<file path="config.mk">
export PLATFORM = sky130hd
export DESIGN_NAME = simd_alu
export DESIGN_NICKNAME = d
export VERILOG_FILES = /design/src/simd_alu_pkg.sv /design/src/instr_decoder.sv /design/src/operand_modifier.sv /design/src/vector_int_unit.sv /design/src/mul_unit.sv /design/src/mul_cycle_counter.sv /design/src/alu_ctrl_fsm.sv /design/src/simd_alu.sv
export SDC_FILE = /design/constraint.sdc
export NUM_CORES = 2
export LEC_CHECK = 0
export BUFFER_PORTS_ARGS = -buffer_cell sky130_fd_sc_hd__buf_2
export CORE_UTILIZATION = 70
export DETAILED_ROUTE_END_ITERATION = 8
export HOLD_SLACK_MARGIN = 0.15
export PLACE_DENSITY = 0.85
export REMOVE_ABC_BUFFERS = 1
export SLEW_MARGIN = 20
export SYNTH_ARGS = -nofsm -noshare
export SYNTH_HDL_FRONTEND = slang
export SYNTH_HIERARCHICAL = 1
export SYNTH_SLANG_ARGS = --single-unit
</file>
<file path="constraint.sdc">
create_clock -name clk -period 11.3 [get_ports clk]
set_clock_uncertainty 0.15 [all_clocks]
set_input_delay 0 -clock clk [delete_from_list [all_inputs] [get_ports clk]]
set_output_delay 0 -clock clk [all_outputs]
set_load 0.05 [all_outputs]
</file>
<file path="src/simd_alu_pkg.sv">
package simd_alu_pkg;

  typedef logic [31:0] word_t;
  typedef logic [31:0] ctrl_word_t;
  typedef logic [11:0] opcode_t;
  typedef logic [4:0]  shamt_t;
  typedef logic [63:0] product_t;

  // Control word fields
  localparam int FMT_MSB  = 31;
  localparam int FMT_LSB  = 24;
  localparam int OPC_MSB  = 11;
  localparam int ABS1_POS = 16;
  localparam int ABS2_POS = 17;
  localparam int NEG1_POS = 20;
  localparam int NEG2_POS = 21;

  localparam int MUL_WAIT_CYCLES = 3;
  localparam int MUL_CNT_W       = $clog2(MUL_WAIT_CYCLES);
  localparam logic [MUL_CNT_W-1:0] MUL_CNT_LAST = MUL_CNT_W'(MUL_WAIT_CYCLES - 1);

  localparam opcode_t OPC_V_MOV_B32      = 12'h001;  // VOP1
  localparam opcode_t OPC_V_CNDMASK_B32  = 12'h000;  // VOP2 from here
  localparam opcode_t OPC_V_MAX_I32      = 12'h012;
  localparam opcode_t OPC_V_MIN_U32      = 12'h013;
  localparam opcode_t OPC_V_MAX_U32      = 12'h014;
  localparam opcode_t OPC_V_LSHRREV_B32  = 12'h016;
  localparam opcode_t OPC_V_ASHRREV_I32  = 12'h018;
  localparam opcode_t OPC_V_LSHLREV_B32  = 12'h01A;
  localparam opcode_t OPC_V_AND_B32      = 12'h01B;
  localparam opcode_t OPC_V_OR_B32       = 12'h01C;
  localparam opcode_t OPC_V_ADD_I32      = 12'h025;
  localparam opcode_t OPC_V_SUB_I32      = 12'h026;
  localparam opcode_t OPC_V_SUBREV_I32   = 12'h027;
  localparam opcode_t OPC_V_ADDC_U32     = 12'h028;
  localparam opcode_t OPC_V3_MAX_U32     = 12'h114;  // VOP3A encodings
  localparam opcode_t OPC_V3_AND_B32     = 12'h11B;
  localparam opcode_t OPC_V_MUL_LO_U32   = 12'h169;
  localparam opcode_t OPC_V_MUL_HI_U32   = 12'h16A;
  localparam opcode_t OPC_V_CMP_I32_BASE = 12'h080;  // Eight signed compares
  localparam opcode_t OPC_V_CMP_U32_BASE = 12'h0C0;  // Eight unsigned compares

  typedef enum logic [7:0] {
    fmt_vop1  = 8'h01,
    fmt_vop2  = 8'h02,
    fmt_vopc  = 8'h04,
    fmt_vop3a = 8'h08
  } fmt_e;

  typedef enum logic [4:0] {
    op_mov, op_add, op_sub, op_subrev, op_addc, op_and, op_or,
    op_lshl, op_lshr, op_ashr, op_max_u, op_max_i, op_min_u,
    op_cndmask, op_cmp, op_mul_lo, op_mul_hi
  } alu_op_e;

  typedef enum logic [2:0] {
    cmp_f, cmp_lt, cmp_eq, cmp_le, cmp_gt, cmp_lg, cmp_ge, cmp_tru
  } cmp_cond_e;

  typedef enum logic [1:0] {
    st_idle, st_exec, st_mul_wait
  } ctrl_state_e;

  typedef struct packed {
    ctrl_word_t ctrl;
    word_t      src1;
    word_t      src2;
    logic       vcc;
    logic       exec;
  } alu_req_t;

  typedef struct packed {
    alu_op_e   op;
    cmp_cond_e cond;
    logic      cmp_unsigned;
    logic      is_mul;
    logic      exec;
    logic      illegal;
  } decoded_op_t;

  typedef struct packed {
    word_t vgpr_data;
    logic  vgpr_write;
    logic  vcc;
    logic  illegal;
  } alu_result_t;

endpackage

</file>
<file path="src/instr_decoder.sv">
`timescale 1ns/1ps

module instr_decoder (
  input  logic                      clk,
  input  logic                      rst,
  input  logic                      load,
  input  simd_alu_pkg::ctrl_word_t  ctrl,
  input  logic                      exec,
  output simd_alu_pkg::decoded_op_t dec
);

  logic [7:0]                fmt;
  simd_alu_pkg::opcode_t     opc;
  simd_alu_pkg::opcode_t     cmp_base;
  logic                      is_cmp;
  simd_alu_pkg::decoded_op_t dec_next;

  assign fmt      = ctrl[simd_alu_pkg::FMT_MSB:simd_alu_pkg::FMT_LSB];
  assign opc      = ctrl[simd_alu_pkg::OPC_MSB:0];
  assign cmp_base = {opc[simd_alu_pkg::OPC_MSB:3], 3'b000};  // Condition sits in bits 2:0
  assign is_cmp   = (cmp_base == simd_alu_pkg::OPC_V_CMP_I32_BASE) ||
                    (cmp_base == simd_alu_pkg::OPC_V_CMP_U32_BASE);

  always_comb
  begin
    dec_next              = '0;
    dec_next.op           = simd_alu_pkg::op_mov;
    dec_next.cond         = simd_alu_pkg::cmp_cond_e'(opc[2:0]);
    dec_next.cmp_unsigned = opc[6];
    dec_next.exec         = exec;
    case (fmt)
      simd_alu_pkg::fmt_vop1:
      begin
        if (opc != simd_alu_pkg::OPC_V_MOV_B32)
          dec_next.illegal = 1'b1;
      end
      simd_alu_pkg::fmt_vop2:
      begin
        case (opc)
          simd_alu_pkg::OPC_V_ADD_I32:     dec_next.op = simd_alu_pkg::op_add;
          simd_alu_pkg::OPC_V_SUB_I32:     dec_next.op = simd_alu_pkg::op_sub;
          simd_alu_pkg::OPC_V_SUBREV_I32:  dec_next.op = simd_alu_pkg::op_subrev;
          simd_alu_pkg::OPC_V_ADDC_U32:    dec_next.op = simd_alu_pkg::op_addc;
          simd_alu_pkg::OPC_V_AND_B32:     dec_next.op = simd_alu_pkg::op_and;
          simd_alu_pkg::OPC_V_OR_B32:      dec_next.op = simd_alu_pkg::op_or;
          simd_alu_pkg::OPC_V_LSHLREV_B32: dec_next.op = simd_alu_pkg::op_lshl;
          simd_alu_pkg::OPC_V_LSHRREV_B32: dec_next.op = simd_alu_pkg::op_lshr;
          simd_alu_pkg::OPC_V_ASHRREV_I32: dec_next.op = simd_alu_pkg::op_ashr;
          simd_alu_pkg::OPC_V_MAX_U32:     dec_next.op = simd_alu_pkg::op_max_u;
          simd_alu_pkg::OPC_V_MAX_I32:     dec_next.op = simd_alu_pkg::op_max_i;
          simd_alu_pkg::OPC_V_MIN_U32:     dec_next.op = simd_alu_pkg::op_min_u;
          simd_alu_pkg::OPC_V_CNDMASK_B32: dec_next.op = simd_alu_pkg::op_cndmask;
          default:                         dec_next.illegal = 1'b1;
        endcase
      end
      simd_alu_pkg::fmt_vopc:
      begin
        if (is_cmp)
          dec_next.op = simd_alu_pkg::op_cmp;
        else
          dec_next.illegal = 1'b1;
      end
      simd_alu_pkg::fmt_vop3a:
      begin
        if (is_cmp)
          dec_next.op = simd_alu_pkg::op_cmp;
        else
        begin
          case (opc)
            simd_alu_pkg::OPC_V3_AND_B32: dec_next.op = simd_alu_pkg::op_and;
            simd_alu_pkg::OPC_V3_MAX_U32: dec_next.op = simd_alu_pkg::op_max_u;
            simd_alu_pkg::OPC_V_MUL_LO_U32:
            begin
              dec_next.op     = simd_alu_pkg::op_mul_lo;
              dec_next.is_mul = 1'b1;
            end
            simd_alu_pkg::OPC_V_MUL_HI_U32:
            begin
              dec_next.op     = simd_alu_pkg::op_mul_hi;
              dec_next.is_mul = 1'b1;
            end
            default: dec_next.illegal = 1'b1;
          endcase
        end
      end
      default: dec_next.illegal = 1'b1;  // Unknown format
    endcase
  end

  always_ff @(posedge clk or posedge rst)
  begin
    if (rst)
      dec <= '0;
    else if (load)
      dec <= dec_next;
  end

endmodule

</file>
<file path="src/operand_modifier.sv">
`timescale 1ns/1ps

module operand_modifier (
  input  logic                   clk,
  input  logic                   rst,
  input  logic                   load,
  input  simd_alu_pkg::alu_req_t req,
  output simd_alu_pkg::word_t    opa,
  output simd_alu_pkg::word_t    opb,
  output logic                   vcc_in
);

  logic is_vop3a;

  // Abs first, then neg on the absolute value
  function automatic simd_alu_pkg::word_t apply_mod(input simd_alu_pkg::word_t src,
                                                    input logic abs_en,
                                                    input logic neg_en);
    simd_alu_pkg::word_t val;
    val = (abs_en && src[31]) ? -src : src;
    return neg_en ? -val : val;
  endfunction

  assign is_vop3a = (req.ctrl[simd_alu_pkg::FMT_MSB:simd_alu_pkg::FMT_LSB] ==
                     simd_alu_pkg::fmt_vop3a);

  always_ff @(posedge clk or posedge rst)
  begin
    if (rst)
    begin
      opa    <= '0;
      opb    <= '0;
      vcc_in <= 1'b0;
    end
    else if (load)
    begin
      opa    <= apply_mod(req.src1, is_vop3a && req.ctrl[simd_alu_pkg::ABS1_POS],
                          is_vop3a && req.ctrl[simd_alu_pkg::NEG1_POS]);
      opb    <= apply_mod(req.src2, is_vop3a && req.ctrl[simd_alu_pkg::ABS2_POS],
                          is_vop3a && req.ctrl[simd_alu_pkg::NEG2_POS]);
      vcc_in <= req.vcc;
    end
  end

endmodule

</file>
<file path="src/vector_int_unit.sv">
`timescale 1ns/1ps

module vector_int_unit (
  input  logic                      clk,
  input  logic                      rst,
  input  logic                      result_load,
  input  simd_alu_pkg::decoded_op_t dec,
  input  simd_alu_pkg::word_t       opa,
  input  simd_alu_pkg::word_t       opb,
  input  logic                      vcc_in,
  input  simd_alu_pkg::product_t    product,
  output simd_alu_pkg::alu_result_t result
);

  simd_alu_pkg::alu_result_t res_next;
  simd_alu_pkg::shamt_t      shamt;
  logic                      lt;
  logic                      eq;
  logic                      cmp_true;

  assign shamt = opa[4:0];  // REV shifts take the amount from source 1
  assign lt    = dec.cmp_unsigned ? (opa < opb) : ($signed(opa) < $signed(opb));
  assign eq    = (opa == opb);

  always_comb
  begin
    case (dec.cond)
      simd_alu_pkg::cmp_f:   cmp_true = 1'b0;
      simd_alu_pkg::cmp_lt:  cmp_true = lt;
      simd_alu_pkg::cmp_eq:  cmp_true = eq;
      simd_alu_pkg::cmp_le:  cmp_true = lt | eq;
      simd_alu_pkg::cmp_gt:  cmp_true = ~(lt | eq);
      simd_alu_pkg::cmp_lg:  cmp_true = ~eq;
      simd_alu_pkg::cmp_ge:  cmp_true = ~lt;
      default:               cmp_true = 1'b1;  // TRU
    endcase
  end

  always_comb
  begin
    res_next            = '0;
    res_next.vcc        = vcc_in;
    res_next.vgpr_write = 1'b1;
    if (!dec.exec)
      res_next.vgpr_write = 1'b0;  // Lane masked off
    else if (dec.illegal)
    begin
      res_next.vgpr_write = 1'b0;
      res_next.illegal    = 1'b1;
    end
    else
    begin
      case (dec.op)
        simd_alu_pkg::op_mov:     res_next.vgpr_data = opa;
        simd_alu_pkg::op_add:     {res_next.vcc, res_next.vgpr_data} = {1'b0, opa} + {1'b0, opb};
        simd_alu_pkg::op_sub:     {res_next.vcc, res_next.vgpr_data} = {1'b0, opa} - {1'b0, opb};
        simd_alu_pkg::op_subrev:  {res_next.vcc, res_next.vgpr_data} = {1'b0, opb} - {1'b0, opa};
        simd_alu_pkg::op_addc:
          {res_next.vcc, res_next.vgpr_data} = {1'b0, opa} + {1'b0, opb} + {32'b0, vcc_in};
        simd_alu_pkg::op_and:     res_next.vgpr_data = opa & opb;
        simd_alu_pkg::op_or:      res_next.vgpr_data = opa | opb;
        simd_alu_pkg::op_lshl:    res_next.vgpr_data = opb << shamt;
        simd_alu_pkg::op_lshr:    res_next.vgpr_data = opb >> shamt;
        simd_alu_pkg::op_ashr:    res_next.vgpr_data = $signed(opb) >>> shamt;  // Sign fill
        simd_alu_pkg::op_max_u:   res_next.vgpr_data = (opa >= opb) ? opa : opb;
        simd_alu_pkg::op_max_i:   res_next.vgpr_data = ($signed(opa) >= $signed(opb)) ? opa : opb;
        simd_alu_pkg::op_min_u:   res_next.vgpr_data = (opa <= opb) ? opa : opb;
        simd_alu_pkg::op_cndmask: res_next.vgpr_data = vcc_in ? opb : opa;
        simd_alu_pkg::op_mul_lo:  res_next.vgpr_data = product[31:0];
        simd_alu_pkg::op_mul_hi:  res_next.vgpr_data = product[63:32];
        simd_alu_pkg::op_cmp:
        begin
          res_next.vgpr_write = 1'b0;  // Compares only write VCC
          res_next.vcc        = cmp_true;
        end
        default:                  res_next.vgpr_write = 1'b0;
      endcase
    end
  end

  always_ff @(posedge clk or posedge rst)
  begin
    if (rst)
      result <= '0;
    else if (result_load)
      result <= res_next;  // Held until the next completion
  end

endmodule

</file>
<file path="src/mul_unit.sv">
`timescale 1ns/1ps

module mul_unit (
  input  logic                   clk,
  input  logic                   rst,
  input  simd_alu_pkg::word_t    opa,
  input  simd_alu_pkg::word_t    opb,
  output simd_alu_pkg::product_t product
);

  simd_alu_pkg::product_t prod_full;

  // Full unsigned product, both halves kept
  assign prod_full = {32'b0, opa} * {32'b0, opb};

  always_ff @(posedge clk or posedge rst)
  begin
    if (rst)
      product <= '0;
    else
      product <= prod_full;  // Free running, operands are stable while waiting
  end

endmodule

</file>
<file path="src/mul_cycle_counter.sv">
`timescale 1ns/1ps

module mul_cycle_counter (
  input  logic clk,
  input  logic rst,
  input  logic run,
  output logic expired
);

  logic [simd_alu_pkg::MUL_CNT_W-1:0] cnt;

  assign expired = (cnt == simd_alu_pkg::MUL_CNT_LAST);

  always_ff @(posedge clk or posedge rst)
  begin
    if (rst)
      cnt <= '0;
    else if (!run)
      cnt <= '0;
    else if (!expired)
      cnt <= cnt + 1'b1;  // Saturates at the last count
  end

  // The count only advances under run, so expiry must come from a running wait
  a_expired_needs_run: assert property (@(posedge clk) disable iff (rst)
    $rose(expired) |-> run);

endmodule

</file>
<file path="src/alu_ctrl_fsm.sv">
`timescale 1ns/1ps

module alu_ctrl_fsm (
  input  logic                      clk,
  input  logic                      rst,
  input  logic                      start,
  input  simd_alu_pkg::decoded_op_t dec,
  input  logic                      expired,
  output logic                      load,
  output logic                      mul_run,
  output logic                      result_load,
  output logic                      busy,
  output logic                      done
);

  simd_alu_pkg::ctrl_state_e state;
  simd_alu_pkg::ctrl_state_e state_next;
  logic                      go_mul;

  assign go_mul      = dec.is_mul && dec.exec && !dec.illegal;
  assign load        = (state == simd_alu_pkg::st_idle) && start;
  assign mul_run     = (state == simd_alu_pkg::st_mul_wait);
  assign result_load = ((state == simd_alu_pkg::st_exec) && !go_mul) ||
                       ((state == simd_alu_pkg::st_mul_wait) && expired);
  assign busy        = (state != simd_alu_pkg::st_idle);

  always_comb
  begin
    state_next = state;
    case (state)
      simd_alu_pkg::st_idle:
        if (start)
          state_next = simd_alu_pkg::st_exec;
      simd_alu_pkg::st_exec:
        state_next = go_mul ? simd_alu_pkg::st_mul_wait : simd_alu_pkg::st_idle;
      simd_alu_pkg::st_mul_wait:
        if (expired)
          state_next = simd_alu_pkg::st_idle;
      default:
        state_next = simd_alu_pkg::st_idle;
    endcase
  end

  always_ff @(posedge clk or posedge rst)
  begin
    if (rst)
    begin
      state <= simd_alu_pkg::st_idle;
      done  <= 1'b0;
    end
    else
    begin
      state <= state_next;
      done  <= result_load;  // Lines up with the result register update
    end
  end

  a_no_start_when_busy: assert property (@(posedge clk) disable iff (rst)
    busy |-> !start);

  // Completion and the return to idle happen on the same edge
  a_done_at_idle: assert property (@(posedge clk) disable iff (rst)
    done |-> !busy);

endmodule

</file>
<file path="src/simd_alu.sv">
`timescale 1ns/1ps

module simd_alu (
  input  logic                      clk,
  input  logic                      rst,
  input  logic                      start,
  input  simd_alu_pkg::alu_req_t    req,
  output logic                      busy,
  output logic                      done,
  output simd_alu_pkg::alu_result_t result
);

  logic                      load;
  logic                      mul_run;
  logic                      expired;
  logic                      result_load;
  logic                      vcc_in;
  simd_alu_pkg::decoded_op_t dec;
  simd_alu_pkg::word_t       opa;
  simd_alu_pkg::word_t       opb;
  simd_alu_pkg::product_t    product;

  alu_ctrl_fsm u_ctrl (
    .clk         (clk),
    .rst         (rst),
    .start       (start),
    .dec         (dec),
    .expired     (expired),
    .load        (load),
    .mul_run     (mul_run),
    .result_load (result_load),
    .busy        (busy),
    .done        (done)
  );

  mul_cycle_counter u_mul_cnt (
    .clk     (clk),
    .rst     (rst),
    .run     (mul_run),
    .expired (expired)
  );

  instr_decoder u_dec (
    .clk  (clk),
    .rst  (rst),
    .load (load),
    .ctrl (req.ctrl),
    .exec (req.exec),
    .dec  (dec)
  );

  operand_modifier u_opmod (
    .clk    (clk),
    .rst    (rst),
    .load   (load),
    .req    (req),
    .opa    (opa),
    .opb    (opb),
    .vcc_in (vcc_in)
  );

  vector_int_unit u_int (
    .clk         (clk),
    .rst         (rst),
    .result_load (result_load),
    .dec         (dec),
    .opa         (opa),
    .opb         (opb),
    .vcc_in      (vcc_in),
    .product     (product),
    .result      (result)
  );

  mul_unit u_mul (
    .clk     (clk),
    .rst     (rst),
    .opa     (opa),
    .opb     (opb),
    .product (product)
  );

endmodule

</file>
==> run metrics <==
vias in the first global route 57,400; Antenna Nets Post-Route 0; Synth area leader fa_1; yosys warns 6; first-pass GRT wire length 330,000 um; FF+latch count, synth 181; Fmax 113 MHz; max_cap viols 0; Ports 138; worst path cell trace buf_4 -> and2_1 -> fa_1 -> inv_1 -> fa_1 -> fa_1 -> fa_1 -> inv_1 -> fa_1 -> fa_1 -> fa_1 -> fa_1 -> ha_1 -> and4_1 -> nand3_1 -> nor2_1 -> o2111ai_2 -> a2111oi_4 -> nor3_2 -> o21ai_4 -> a31oi_1 -> xnor2_1; Final Cycle Share 78.1%; Initial Util 70.8%; CP max stage cell dfrtp_1; vias per cell 7.12; DRC 39; Worst Reg-to-Reg Cells 22; CTS tree built; fin area 60,300 um^2; global route overflow 0; fin nets 8,111; Slew Viols, Final 0; Area Overhead vs Synth 5.66%; Fillers 5,476; Post-Synthesis Cells 6,717; fraction of layout instances using a drive strength above 1 7.48%; Num Clock Sinks 181; CP most frequent cell fa_1; drt initial violations 8,486; Setup TNS 0 ps; Reg clk slew, reported paths 80 ps; EDFF count, synth 0; Setup CP Type flop to flop; Period minus WS final 8830 ps; Worst R2R Start u_opmod/opa[20]; core outline area 80,500 um^2; Final setup viols 0; RSZ-0062 raised after global routing false; Synth top area share 31.5%; initial antenna violation count 13; Critical Path End Type flop; Seq. cell area 4550 um^2; status finished, violations left; hold wc startpoint req[87]; Worst path max stage delay 1130 ps; Worst Tran Pin Value 1250 ps; area of the multi-input gates 47,100 um^2; CTS Root Cell clkbuf_16; setup bufs post-CTS 0; Worst Setup Start Kind flop; Rel. slew slack 16.0%; GRT Util Overall 53.3%; Seq/Total Area, Yosys 7.94%; overall die area 82,600 um^2; Mean Syn Cell Area 8.49 um^2; final hold violation count 0; Die X-Extent 287 um; CP max FO 21; Pre-antenna DRT Iters 9; dpl hpwl 160,000 um; DR WL/cell 28.3 um; Setup WS post-layout 2470 ps; post-CTS sizing 0; Routed WL 220,000 um; worst hold path depth 5; FP Rows 104; Max clock buf depth 2; CP Data Arrival Time 9070 ps; Hold Buf Count CTS 142; worst hold path class primary input to flop; crit path from u_opmod/opa[20]; gpl congestion 1.13; dpl ws 2760 ps; WP data required 11,550 ps; Syn Std Cell Area 57,000 um^2; largest cells by area after synthesis fa_1, ha_1, dfrtp_1; pin count of the biggest net entering global routing 66; # H-tree levels 4; Area after DPL 58,300 um^2; DR vias 55,400; Synth async-reset ratio 100%; Port Buffer Count 129; Yosys cell types 137; die height 287 um; Worst-Skew Late Latency 540 ps; Post-synth top flop dfrtp_1; CTS Buf Count 17; failing checks DRC
==> stage by stage <==
| step | hold WS [ps] | std cells | utilization [%] |
|---|---|---|---|
| 5_1_grt | 204 | 7773 | 74.8 |
| 4_1_cts | 152 | 7773 | 74.8 |
| 3_3_place_gp | -234 | 7599 | 72.3 |
| 2_1_floorplan | -409 | 6297 | - |
| 3_5_place_dp | -225 | 7599 | 72.3 |
| 6_report | 171 | 7778 | 74.8 |
==> area by class of cell <==
class / instances / share of cell area (%)
Tap cell: 1060 / 2.20
Antenna cell: 5 / 0.0208
Inverter: 1015 / 6.32
Clock buffer: 19 / 0.751
Multi-Input combinational cell: 5101 / 78.1
Clock inverter: 13 / 0.210
Sequential cell: 181 / 7.55
Timing Repair Buffer: 384 / 4.84
==> path summary, 6_finish.rpt <==
| kind | to | slack, ps |
|---|---|---|
| worst max-delay path | u_mul/product[58] | 2470 |
| worst min-delay path | u_opmod/opb[2] | 170 |
| worst max register to register | u_mul/product[58] | 2470 |
| worst min register to register | u_int/result[13] | 330 |
| max in group asynchronous | u_int/result[26] | 9310 |
| min in group asynchronous | u_mul/product[0] | 690 |
==> cell usage in the layout, fill, tap and decap left out, types with 129 or more instances in the layout <==
master	synthesis	final
a21oi_1	281	281
and2_1	620	619
buf_2	27	129
dfrtp_1	181	172
dlygate4sd3_1	0	142
fa_1	899	899
ha_1	411	411
inv_1	1006	1004
nand2_1	734	733
nor2_1	301	296
o21ai_0	203	203
xnor2_1	135	135
==> synth_stat cells (17+ instances only) <==
library cell	instances
mux2i_1	56
o211ai_1	60
clkbuf_1	354
nor2b_1	47
mux4_2	28
a211oi_1	56
a21oi_1	281
o31ai_1	41
a211o_1	19
and2_1	620
xor2_1	76
ha_1	411
a22oi_1	37
fa_1	899
nor4_1	45
o21ai_0	203
nand3_1	91
xnor2_1	135
nand2_1	734
a31oi_1	40
buf_2	27
mux2_2	58
or3_1	27
a21o_1	47
nor2_1	301
nand4_1	68
or4_1	19
o21bai_1	34
buf_1	23
nand2b_1	30
o22ai_1	21
o21a_1	30
or2_2	17
a221oi_1	72
a222oi_1	21
inv_1	1006
a221o_1	17
nor3_1	81
dfrtp_1	181
and3_1	22
o221ai_1	34
==> flip-flops by register name, indices dropped and copies added, names as in the netlist <==
name	flops
u_ctrl/done	1
u_ctrl/state	2
u_dec/dec	12
u_int/result	35
u_mul/product	64
u_mul_cnt/cnt	2
u_opmod/opa	32
u_opmod/opb	32
u_opmod/vcc_in	1
==> cells by family (layout without fill, tap and decap cells) <==
family	Yosys count	in the layout	synth area share, %
XOR/XNOR	214	214	3.33
other	0	5	0
flip-flops	181	181	7.94
adder cells (fa/ha/maj)	1310	1310	40.6
multiplexers	142	142	3.23
buffers and inverters	1435	1431	9.65
AO/OA/AOI/OAI	1222	1222	15.1
AND/OR/NAND/NOR	2213	2213	20.2
==> worst max-delay path, delay by kind of cell (launching register included) <==
family          cells  cell delay [ps]
flops               1             1130
xor+xnor            1              160
buf+inv             3              660
compound gates      4             1230
simple gates        5             1040
fa+ha+maj           9             4290
==> layer usage <==
layer	up-vias	GRT usage (%)	routed length [um]	share of wire (%)
met3	1517	19.9	33200	15
met4	18	38.9	19100	8.7
met2	5125	78.9	93900	43
met1	26700	63.7	73900	34
met5	-	0.0581	164	0.074
li1	22100	-	-	-
Power is not shown: default switching activity piles up to over one toggle a cycle in this logic, so the estimate is an artifact.
